`config.mk`:
```
export PLATFORM = sky130hd
export DESIGN_NAME = mam_wb_top
export DESIGN_NICKNAME = d
export VERILOG_FILES = /design/src/rtl/mam_pkg.sv /design/src/rtl/mam_req_if.sv /design/src/rtl/wb_bus_if.sv /design/src/rtl/mam_wb_master.sv /design/src/rtl/wb_sram.sv /design/src/rtl/mam_wb_top.sv
export VERILOG_INCLUDE_DIRS = /design/src /design/src/include
export SDC_FILE = /design/constraint.sdc
export NUM_CORES = 2
export LEC_CHECK = 0
export BUFFER_PORTS_ARGS = -buffer_cell sky130_fd_sc_hd__buf_2
export CAP_MARGIN = 20
export CORE_MARGIN = 8
export CORE_UTILIZATION = 50
export CTS_CLUSTER_DIAMETER = 100
export DETAILED_ROUTE_END_ITERATION = 8
export GPL_ROUTABILITY_DRIVEN = 0
export HOLD_SLACK_MARGIN = 0.15
export PLACE_DENSITY = 0.65
export SYNTH_ARGS = -nofsm -noshare
export SYNTH_HDL_FRONTEND = slang
export SYNTH_HIERARCHICAL = 1
export SYNTH_SLANG_ARGS = --single-unit
```
`constraint.sdc`:
```
create_clock -name clk_i -period 7.1 [get_ports clk_i]
set_clock_uncertainty 0.15 [all_clocks]
set_input_delay 0.355 -clock clk_i [delete_from_list [all_inputs] [get_ports clk_i]]
set_output_delay 0.355 -clock clk_i [all_outputs]
set_load 0.05 [all_outputs]
```
`src/include/mam_config.svh`:
```
/*
 * Build-time configuration of the memory access path:
 * data, address and beat-count widths, memory depth and
 * the number of Wishbone wait states of the memory
 */
`ifndef MAM_CONFIG_SVH
`define MAM_CONFIG_SVH

`define MAM_DATA_WIDTH 16                      // Bus width in bits, 8, 16 or 32
`define MAM_SEL_WIDTH (`MAM_DATA_WIDTH / 8)    // Byte lanes per word
`define MAM_ADDR_WIDTH 32                      // Byte address width
`define MAM_BEATS_WIDTH 14                     // Burst length field, 1 to 16383

`define MAM_MEM_WORDS_LOG2 8                   // Memory depth in words, log2
`define MAM_WB_WAIT 1                          // Wait cycles before ack, 0 allowed

`endif

```
`src/rtl/mam_pkg.sv`:
```
/*
 * Shared types of the memory access path:
 * Wishbone cycle type identifiers and request operation
 */
package mam_pkg;

   // Wishbone B3 cycle type identifier, only the encodings in use
   typedef enum logic [2:0] {
      CTI_CLASSIC = 3'b000,   // Classic cycle, idle value
      CTI_INCR    = 3'b010,   // Incrementing burst beat
      CTI_EOB     = 3'b111    // Last beat of a burst or single access
   } wb_cti_t;

   // Direction of a memory request
   typedef enum logic {
      OP_READ  = 1'b0,
      OP_WRITE = 1'b1
   } mam_op_t;

endpackage

```
`src/rtl/mam_req_if.sv`:
```
/*
 * Memory request channel between a host-side agent and the
 * Wishbone master engine, valid/ready handshake with
 * initiator and target modports
 */
`timescale 1ns/1ns
`include "mam_config.svh"

interface mam_req_if import mam_pkg::*; ();

   logic                        req_valid;   // Request present, fields stable
   logic                        req_ready;   // Engine idle and able to accept
   mam_op_t                     op;          // Read or write
   logic [`MAM_ADDR_WIDTH-1:0]  addr;        // Byte base address
   logic                        burst;       // Incrementing burst when set
   logic [`MAM_BEATS_WIDTH-1:0] beats;       // Burst length in words

   modport initiator (
      output req_valid,
      output op,
      output addr,
      output burst,
      output beats,
      input  req_ready
   );

   modport target (
      input  req_valid,
      input  op,
      input  addr,
      input  burst,
      input  beats,
      output req_ready
   );

endinterface

```
`src/rtl/wb_bus_if.sv`:
```
/*
 * Wishbone B3 point-to-point bus with registered feedback
 * cycle types, master and slave modports
 */
`timescale 1ns/1ns
`include "mam_config.svh"

interface wb_bus_if import mam_pkg::*; ();

   logic                        cyc;       // Bus cycle in progress
   logic                        stb;       // Beat strobe
   logic                        we;        // Write enable
   logic [`MAM_ADDR_WIDTH-1:0]  addr;      // Byte address
   logic [`MAM_DATA_WIDTH-1:0]  dat_m2s;   // Write data
   logic [`MAM_SEL_WIDTH-1:0]   sel;       // Byte lane select
   wb_cti_t                     cti;       // Cycle type identifier
   logic [1:0]                  bte;       // Burst type, linear only
   logic [`MAM_DATA_WIDTH-1:0]  dat_s2m;   // Read data
   logic                        ack;       // Beat acknowledge

   modport master (
      output cyc,
      output stb,
      output we,
      output addr,
      output dat_m2s,
      output sel,
      output cti,
      output bte,
      input  dat_s2m,
      input  ack
   );

   modport slave (
      input  cyc,
      input  stb,
      input  we,
      input  addr,
      input  dat_m2s,
      input  sel,
      input  cti,
      input  bte,
      output dat_s2m,
      output ack
   );

endinterface

```
`src/rtl/mam_wb_master.sv`:
```
/*
 * Wishbone master engine of the memory access path.
 * Turns requests plus write and read stream beats into
 * single and incrementing burst Wishbone cycles
 */
`timescale 1ns/1ns
`include "mam_config.svh"

module mam_wb_master import mam_pkg::*; (
   input  logic                       clk_i,
   input  logic                       rst_i,

   mam_req_if.target                  req,

   input  logic                       write_valid_i,
   input  logic [`MAM_DATA_WIDTH-1:0] write_data_i,
   input  logic [`MAM_SEL_WIDTH-1:0]  write_strb_i,   // Used on single writes only
   output logic                       write_ready_o,

   output logic                       read_valid_o,
   output logic [`MAM_DATA_WIDTH-1:0] read_data_o,
   input  logic                       read_ready_i,

   wb_bus_if.master                   wb
);

   localparam logic [`MAM_ADDR_WIDTH-1:0]  ADDR_STEP = `MAM_SEL_WIDTH;   // Bytes per word
   localparam logic [`MAM_BEATS_WIDTH-1:0] BEATS_ONE = 1;

   typedef enum logic [3:0] {
      S_IDLE,
      S_WRITE,             // Non-final write beat on the bus
      S_WRITE_WAIT,        // Waiting for a non-final write beat
      S_WRITE_LAST,        // Final write beat on the bus
      S_WRITE_LAST_WAIT,   // Waiting for the final write beat
      S_READ_START,
      S_READ,              // Non-final read beat on the bus
      S_READ_WAIT,         // Read beat offered while the bus pauses
      S_READ_LAST_BURST,   // Final read beat on the bus
      S_READ_LAST_WAIT     // Final read beat offered
   } state_t;

   state_t                       state_q, state_d;
   logic                         cyc_q, cyc_d;
   logic                         stb_q, stb_d;
   logic                         we_q, we_d;
   wb_cti_t                      cti_q, cti_d;
   logic                         burst_q, burst_d;
   logic [`MAM_BEATS_WIDTH-1:0]  beats_q, beats_d;   // Beats not yet completed
   logic [`MAM_ADDR_WIDTH-1:0]   addr_q, addr_d;
   logic [`MAM_DATA_WIDTH-1:0]   dat_q, dat_d;
   logic [`MAM_SEL_WIDTH-1:0]    sel_q, sel_d;
   logic [`MAM_DATA_WIDTH-1:0]   rdata_q, rdata_d;
   logic                         req_multi;          // Request needs more than one beat

   assign req_multi = req.burst && (req.beats != BEATS_ONE);

   // Control state
   always_ff @(posedge clk_i) begin
      if (rst_i) begin
         state_q <= S_IDLE;
         cyc_q   <= 1'b0;
         stb_q   <= 1'b0;
         we_q    <= 1'b0;
         cti_q   <= CTI_CLASSIC;
      end else begin
         state_q <= state_d;
         cyc_q   <= cyc_d;
         stb_q   <= stb_d;
         we_q    <= we_d;
         cti_q   <= cti_d;
      end
   end

   // Datapath registers
   always_ff @(posedge clk_i) begin
      burst_q <= burst_d;
      beats_q <= beats_d;
      addr_q  <= addr_d;
      dat_q   <= dat_d;
      sel_q   <= sel_d;
      rdata_q <= rdata_d;
   end

   always_comb begin
      state_d = state_q;
      cyc_d   = cyc_q;
      stb_d   = stb_q;
      we_d    = we_q;
      cti_d   = cti_q;
      burst_d = burst_q;
      beats_d = beats_q;
      addr_d  = addr_q;
      dat_d   = dat_q;
      sel_d   = sel_q;
      rdata_d = rdata_q;

      req.req_ready = 1'b0;
      write_ready_o = 1'b0;
      read_valid_o  = 1'b0;

      case (state_q)
         S_IDLE: begin
            req.req_ready = 1'b1;
            if (req.req_valid) begin
               cyc_d   = 1'b1;
               we_d    = (req.op == OP_WRITE);
               burst_d = req.burst;
               addr_d  = req.addr;
               sel_d   = '1;
               beats_d = req.burst ? req.beats : BEATS_ONE;   // Single access is one beat
               cti_d   = req_multi ? CTI_INCR : CTI_EOB;
               if (req.op == OP_WRITE) begin
                  state_d = req_multi ? S_WRITE_WAIT : S_WRITE_LAST_WAIT;
               end else begin
                  state_d = S_READ_START;
               end
            end
         end

         S_WRITE_WAIT: begin
            write_ready_o = 1'b1;
            if (write_valid_i) begin
               dat_d   = write_data_i;
               stb_d   = 1'b1;
               state_d = S_WRITE;
            end
         end

         S_WRITE: begin
            if (wb.ack) begin
               write_ready_o = 1'b1;   // Next beat may ride on this ack
               addr_d  = addr_q + ADDR_STEP;
               beats_d = beats_q - 1'b1;
               if (beats_d == BEATS_ONE) begin
                  cti_d = CTI_EOB;
                  if (write_valid_i) begin
                     dat_d   = write_data_i;
                     state_d = S_WRITE_LAST;
                  end else begin
                     stb_d   = 1'b0;
                     state_d = S_WRITE_LAST_WAIT;
                  end
               end else if (write_valid_i) begin
                  dat_d = write_data_i;   // Stay in S_WRITE with stb held
               end else begin
                  stb_d   = 1'b0;
                  state_d = S_WRITE_WAIT;
               end
            end
         end

         S_WRITE_LAST_WAIT: begin
            write_ready_o = 1'b1;
            if (write_valid_i) begin
               dat_d   = write_data_i;
               stb_d   = 1'b1;
               state_d = S_WRITE_LAST;
               if (!burst_q) begin
                  sel_d = write_strb_i;
               end
            end
         end

         S_WRITE_LAST: begin
            if (wb.ack) begin
               cyc_d   = 1'b0;
               stb_d   = 1'b0;
               we_d    = 1'b0;
               cti_d   = CTI_CLASSIC;
               state_d = S_IDLE;
            end
         end

         S_READ_START: begin
            stb_d   = 1'b1;
            state_d = (beats_q == BEATS_ONE) ? S_READ_LAST_BURST : S_READ;
         end

         S_READ: begin
            if (wb.ack) begin
               rdata_d = wb.dat_s2m;
               stb_d   = 1'b0;   // No fetch while the beat is waiting
               addr_d  = addr_q + ADDR_STEP;
               beats_d = beats_q - 1'b1;
               state_d = S_READ_WAIT;
            end
         end

         S_READ_WAIT: begin
            read_valid_o = 1'b1;
            if (read_ready_i) begin
               stb_d = 1'b1;
               if (beats_q == BEATS_ONE) begin
                  cti_d   = CTI_EOB;
                  state_d = S_READ_LAST_BURST;
               end else begin
                  state_d = S_READ;
               end
            end
         end

         // Final beat of bursts and single reads
         S_READ_LAST_BURST: begin
            if (wb.ack) begin
               rdata_d = wb.dat_s2m;
               stb_d   = 1'b0;
               state_d = S_READ_LAST_WAIT;
            end
         end

         S_READ_LAST_WAIT: begin
            read_valid_o = 1'b1;
            if (read_ready_i) begin
               cyc_d   = 1'b0;
               cti_d   = CTI_CLASSIC;
               state_d = S_IDLE;
            end
         end

         default: begin
            state_d = S_IDLE;
         end
      endcase
   end

   assign wb.cyc     = cyc_q;
   assign wb.stb     = stb_q;
   assign wb.we      = we_q;
   assign wb.addr    = addr_q;
   assign wb.dat_m2s = dat_q;
   assign wb.sel     = sel_q;
   assign wb.cti     = cti_q;
   assign wb.bte     = 2'b00;   // Linear bursts only

   assign read_data_o = rdata_q;

endmodule

```
`src/rtl/wb_sram.sv`:
```
/*
 * Wishbone slave word memory with programmable wait states,
 * byte lane writes and address wrap within its depth
 */
`timescale 1ns/1ns
`include "mam_config.svh"

module wb_sram (
   input  logic     clk_i,
   input  logic     rst_i,
   wb_bus_if.slave  wb
);

   localparam int DEPTH   = 1 << `MAM_MEM_WORDS_LOG2;
   localparam int LSB     = $clog2(`MAM_SEL_WIDTH);      // Byte offset bits
   localparam int WAIT_W  = $clog2(`MAM_WB_WAIT + 2);
   localparam logic [WAIT_W-1:0] WAIT_CYCLES = `MAM_WB_WAIT;

   logic [`MAM_DATA_WIDTH-1:0]    mem [DEPTH];
   logic [`MAM_MEM_WORDS_LOG2-1:0] word_idx;
   logic [WAIT_W-1:0]             wait_cnt;
   logic                          ack_q;
   logic [`MAM_DATA_WIDTH-1:0]    rdata_q;
   logic                          beat_req;   // Strobe not yet acknowledged
   logic                          ack_next;

   // Upper address bits dropped, so accesses wrap
   assign word_idx = wb.addr[LSB +: `MAM_MEM_WORDS_LOG2];
   assign beat_req = wb.cyc && wb.stb && !ack_q;
   assign ack_next = beat_req && (wait_cnt == WAIT_CYCLES);

   // Wait counter restarts for every beat
   always_ff @(posedge clk_i) begin
      if (rst_i) begin
         ack_q    <= 1'b0;
         wait_cnt <= '0;
      end else if (ack_next) begin
         ack_q    <= 1'b1;
         wait_cnt <= '0;
      end else if (beat_req) begin
         ack_q    <= 1'b0;
         wait_cnt <= wait_cnt + 1'b1;
      end else begin
         ack_q    <= 1'b0;
         wait_cnt <= '0;
      end
   end

   always_ff @(posedge clk_i) begin
      if (ack_next) begin
         rdata_q <= mem[word_idx];   // Presented together with ack
      end
      if (ack_q && wb.stb && wb.we) begin
         for (int i = 0; i < `MAM_SEL_WIDTH; i++) begin
            if (wb.sel[i]) begin
               mem[word_idx][8*i +: 8] <= wb.dat_m2s[8*i +: 8];
            end
         end
      end
   end

   assign wb.ack     = ack_q;
   assign wb.dat_s2m = rdata_q;

endmodule

```
`src/rtl/mam_wb_top.sv`:
```
/*
 * Top level of the debug memory access path: request,
 * write and read streams as plain ports, engine and memory
 */
`timescale 1ns/1ns
`include "mam_config.svh"

module mam_wb_top import mam_pkg::*; (
   input  logic                        clk_i,
   input  logic                        rst_i,

   // Request channel
   input  logic                        req_valid_i,
   output logic                        req_ready_o,
   input  logic                        req_rw_i,      // 1 for write
   input  logic [`MAM_ADDR_WIDTH-1:0]  req_addr_i,
   input  logic                        req_burst_i,
   input  logic [`MAM_BEATS_WIDTH-1:0] req_beats_i,

   // Write stream
   input  logic                        write_valid_i,
   input  logic [`MAM_DATA_WIDTH-1:0]  write_data_i,
   input  logic [`MAM_SEL_WIDTH-1:0]   write_strb_i,
   output logic                        write_ready_o,

   // Read stream
   output logic                        read_valid_o,
   output logic [`MAM_DATA_WIDTH-1:0]  read_data_o,
   input  logic                        read_ready_i
);

   mam_req_if req_bus ();
   wb_bus_if  wb_bus ();

   assign req_bus.req_valid = req_valid_i;
   assign req_bus.op        = req_rw_i ? OP_WRITE : OP_READ;
   assign req_bus.addr      = req_addr_i;
   assign req_bus.burst     = req_burst_i;
   assign req_bus.beats     = req_beats_i;
   assign req_ready_o       = req_bus.req_ready;

   mam_wb_master u_master (
      .clk_i         (clk_i),
      .rst_i         (rst_i),
      .req           (req_bus),
      .write_valid_i (write_valid_i),
      .write_data_i  (write_data_i),
      .write_strb_i  (write_strb_i),
      .write_ready_o (write_ready_o),
      .read_valid_o  (read_valid_o),
      .read_data_o   (read_data_o),
      .read_ready_i  (read_ready_i),
      .wb            (wb_bus)
   );

   wb_sram u_sram (
      .clk_i (clk_i),
      .rst_i (rst_i),
      .wb    (wb_bus)
   );

endmodule

```
==> flow_summary.toml <==
[place]
hpwl_mm = 216
portBuffers = 65

[cts]
cts_max_level = 5
clk_latency_ps = 950
cts_resized = 0
cts_tree = "yes"
cts_made_buffers = 418
cts_buffer_depth = 4
clk_pin_slew_ps = 60
clock-sinks = 4179
cts_root_buffer = "clkbuf_16"

[global_route]
grt_pass1_wl_mm = 554
grt_pass1_vias = 78300
gr-usage-all-layers_pct = 22.1
grt_max_degree = 217
gr-total-overflow = 0
antenna_found_initial = 24

[timing]
hold_viol = 0
worst_pin_slew_ps = 1270
timing.slew.headroom_pct = 15.4
fin_crit_ps = 4770
rsz0062_at_grt = "false"
finalSetupViolCount = 0
drv_slew = 0
fin_hold_ws_ps = 272
finalSetupTns_ps = 0
fmax_ghz = 0.209
finalCritPeriodShare_pct = 67.2

[power_and_ir_drop]
leakagePower_nw = 54.8
powerDensity_mw_per_mm2 = 332
peakVddDrop_uv = 286
total_power_mw = 59.8

[synthesis]
syn_inst = 7366
netlist_area_mm2 = 0.160
syn_nets = 7442
ys_warn_count = 6
avgSynthCellArea_um2 = 21.7

[setup_path]
critPathCaptureType = "register"
path_class = "register to register"
r2r_start = "u_master/wb.addr[1]"
cp.required_ps = 7570
endpoint = "u_sram/wb.dat_s2m[3]"
startpoint = "u_master/wb.addr[1]"
cp-start-kind = "register"
r2r-end = "u_sram/wb.dat_s2m[3]"
reg2regPathDepth = 8
worstPathArrival_ps = 5250
r2r_slack_ps = 2330
crit_fanout = 30

[worst_hold_path]
hp-class = "input port to register"

[layout]
final_layout_size_suffix_gt1_share_pct = 23.8
syn_to_final_growth_pct = 12.6
final_common_cell = "edfxtp_1"
fin_nets = 7715
final_cell_mix = "edfxtp_1, mux4_2, nor2_1"

[floorplan]
die_area_mm2 = 0.339
num_rows = 207
die_h_um = 582
boundaryPins = 90
die_width_um = 582
core_mm2 = 0.318
initial_core_util_pct = 50.3

[route]
firstDrtPassIters = 6
route.detailed.drc = 0
drtIter0Drc = 8911
vias = 77300
wirelength_mm = 383
wire_per_inst_um = 31.4
ant_nets = 0
detail_route.vias_per_cell = 6.34

[flow_run]
max-cap-violations = 0

[outcome]
status = "finished, final reports clean"
worst max-delay path, cell delays in order (launching register included):
cell and delay [ps]:
edfxtp_1 850, buf_4 340, buf_12 250, buf_4 390, mux4_2 570, a22oi_1 390
a21oi_1 200, o41ai_1 1010, nand4_1 220
power breakdown:
part | switching [mW] | total (mW) | internal (mW)
Sequential | 0.158 | 28.0 | 27.8
Combinational | 6.28 | 10.1 | 3.77
Clock | 9.14 | 21.7 | 12.6
Total | 15.6 | 59.8 | 44.2
metrics by stage:
stage               worst slack, ps  std cells  cell area, um2  util (%)
floorplan                      2900       7366          160000         -
global route                   2250      12200          180000      56.6
CTS                            2280      12200          180000      56.6
global placement               2300      11300          166000      52.0
detailed placement             2280      11300          166000      52.0
finish                         2330      12200          180000      56.6
cell type report:
| type | instances | area (um2) |
|---|---|---|
| Fill cell | 22900 | 138000 |
| Sequential cell | 4179 | 125000 |
| Tap cell | 4180 | 5230 |
| Multi-Input combinational cell | 2689 | 32900 |
| Antenna cell | 13 | 32.5 |
| Clock inverter | 270 | 2420 |
| Clock buffer | 512 | 11100 |
| Timing Repair Buffer | 338 | 3170 |
| Inverter | 13 | 48.8 |
routing by layer:
layer / GRT usage (%) / part of all wire [%] / wire (um) / up-vias
li1: - / - / - / 31800
met1: 31.0 / 39 / 151000 / 41400
met2: 35.9 / 49 / 187000 / 3514
met3: 3.83 / 8.5 / 32500 / 639
met4: 7.19 / 3.3 / 12500 / 16
met5: 0 / 0.027 / 102 / -
how the worst min path moves through the flow:
stage / startpoint / endpoint / slack, ps / cells past startpoint
6_report: rst_i / u_master/state_q[0] / 270 / 4
5_1_grt: req_valid_i / u_master/burst_q / 280 / 4
4_1_cts: rst_i / u_master/state_q[0] / 180 / 4
3_5_place_dp: u_sram/wait_cnt[0] / u_sram/wait_cnt[0] / 270 / 1
3_3_place_gp: u_sram/wait_cnt[0] / u_sram/wait_cnt[0] / 280 / 1
2_1_floorplan: u_sram/wait_cnt[0] / u_sram/wait_cnt[0] / 250 / 1
repair_timing:
action / CTS / global route
endpoints found under the hold margin: 92 / 0
hold buffers: 104 / 0
setup buffers: 0 / 0
sequential cells by signal, indices dropped and copies added (netlist names):
| signal | cells |
|---|---|
| u_sram/wb.ack | 1 |
| u_master/burst_q | 1 |
| u_master/state_q | 4 |
| u_master/wb.dat_m2s | 16 |
| u_master/wb.stb | 1 |
| u_sram/wb.dat_s2m | 16 |
| u_master/wb.sel | 2 |
| u_master/beats_q | 14 |
| u_master/wb.we | 1 |
| u_master/wb.addr | 8 |
| u_master/read_data_o | 16 |
| u_master/wb.cyc | 1 |
| u_sram/mem | 4096 |
| u_sram/wait_cnt | 2 |
No activity file was read; power rests on OpenSTA's default activity.
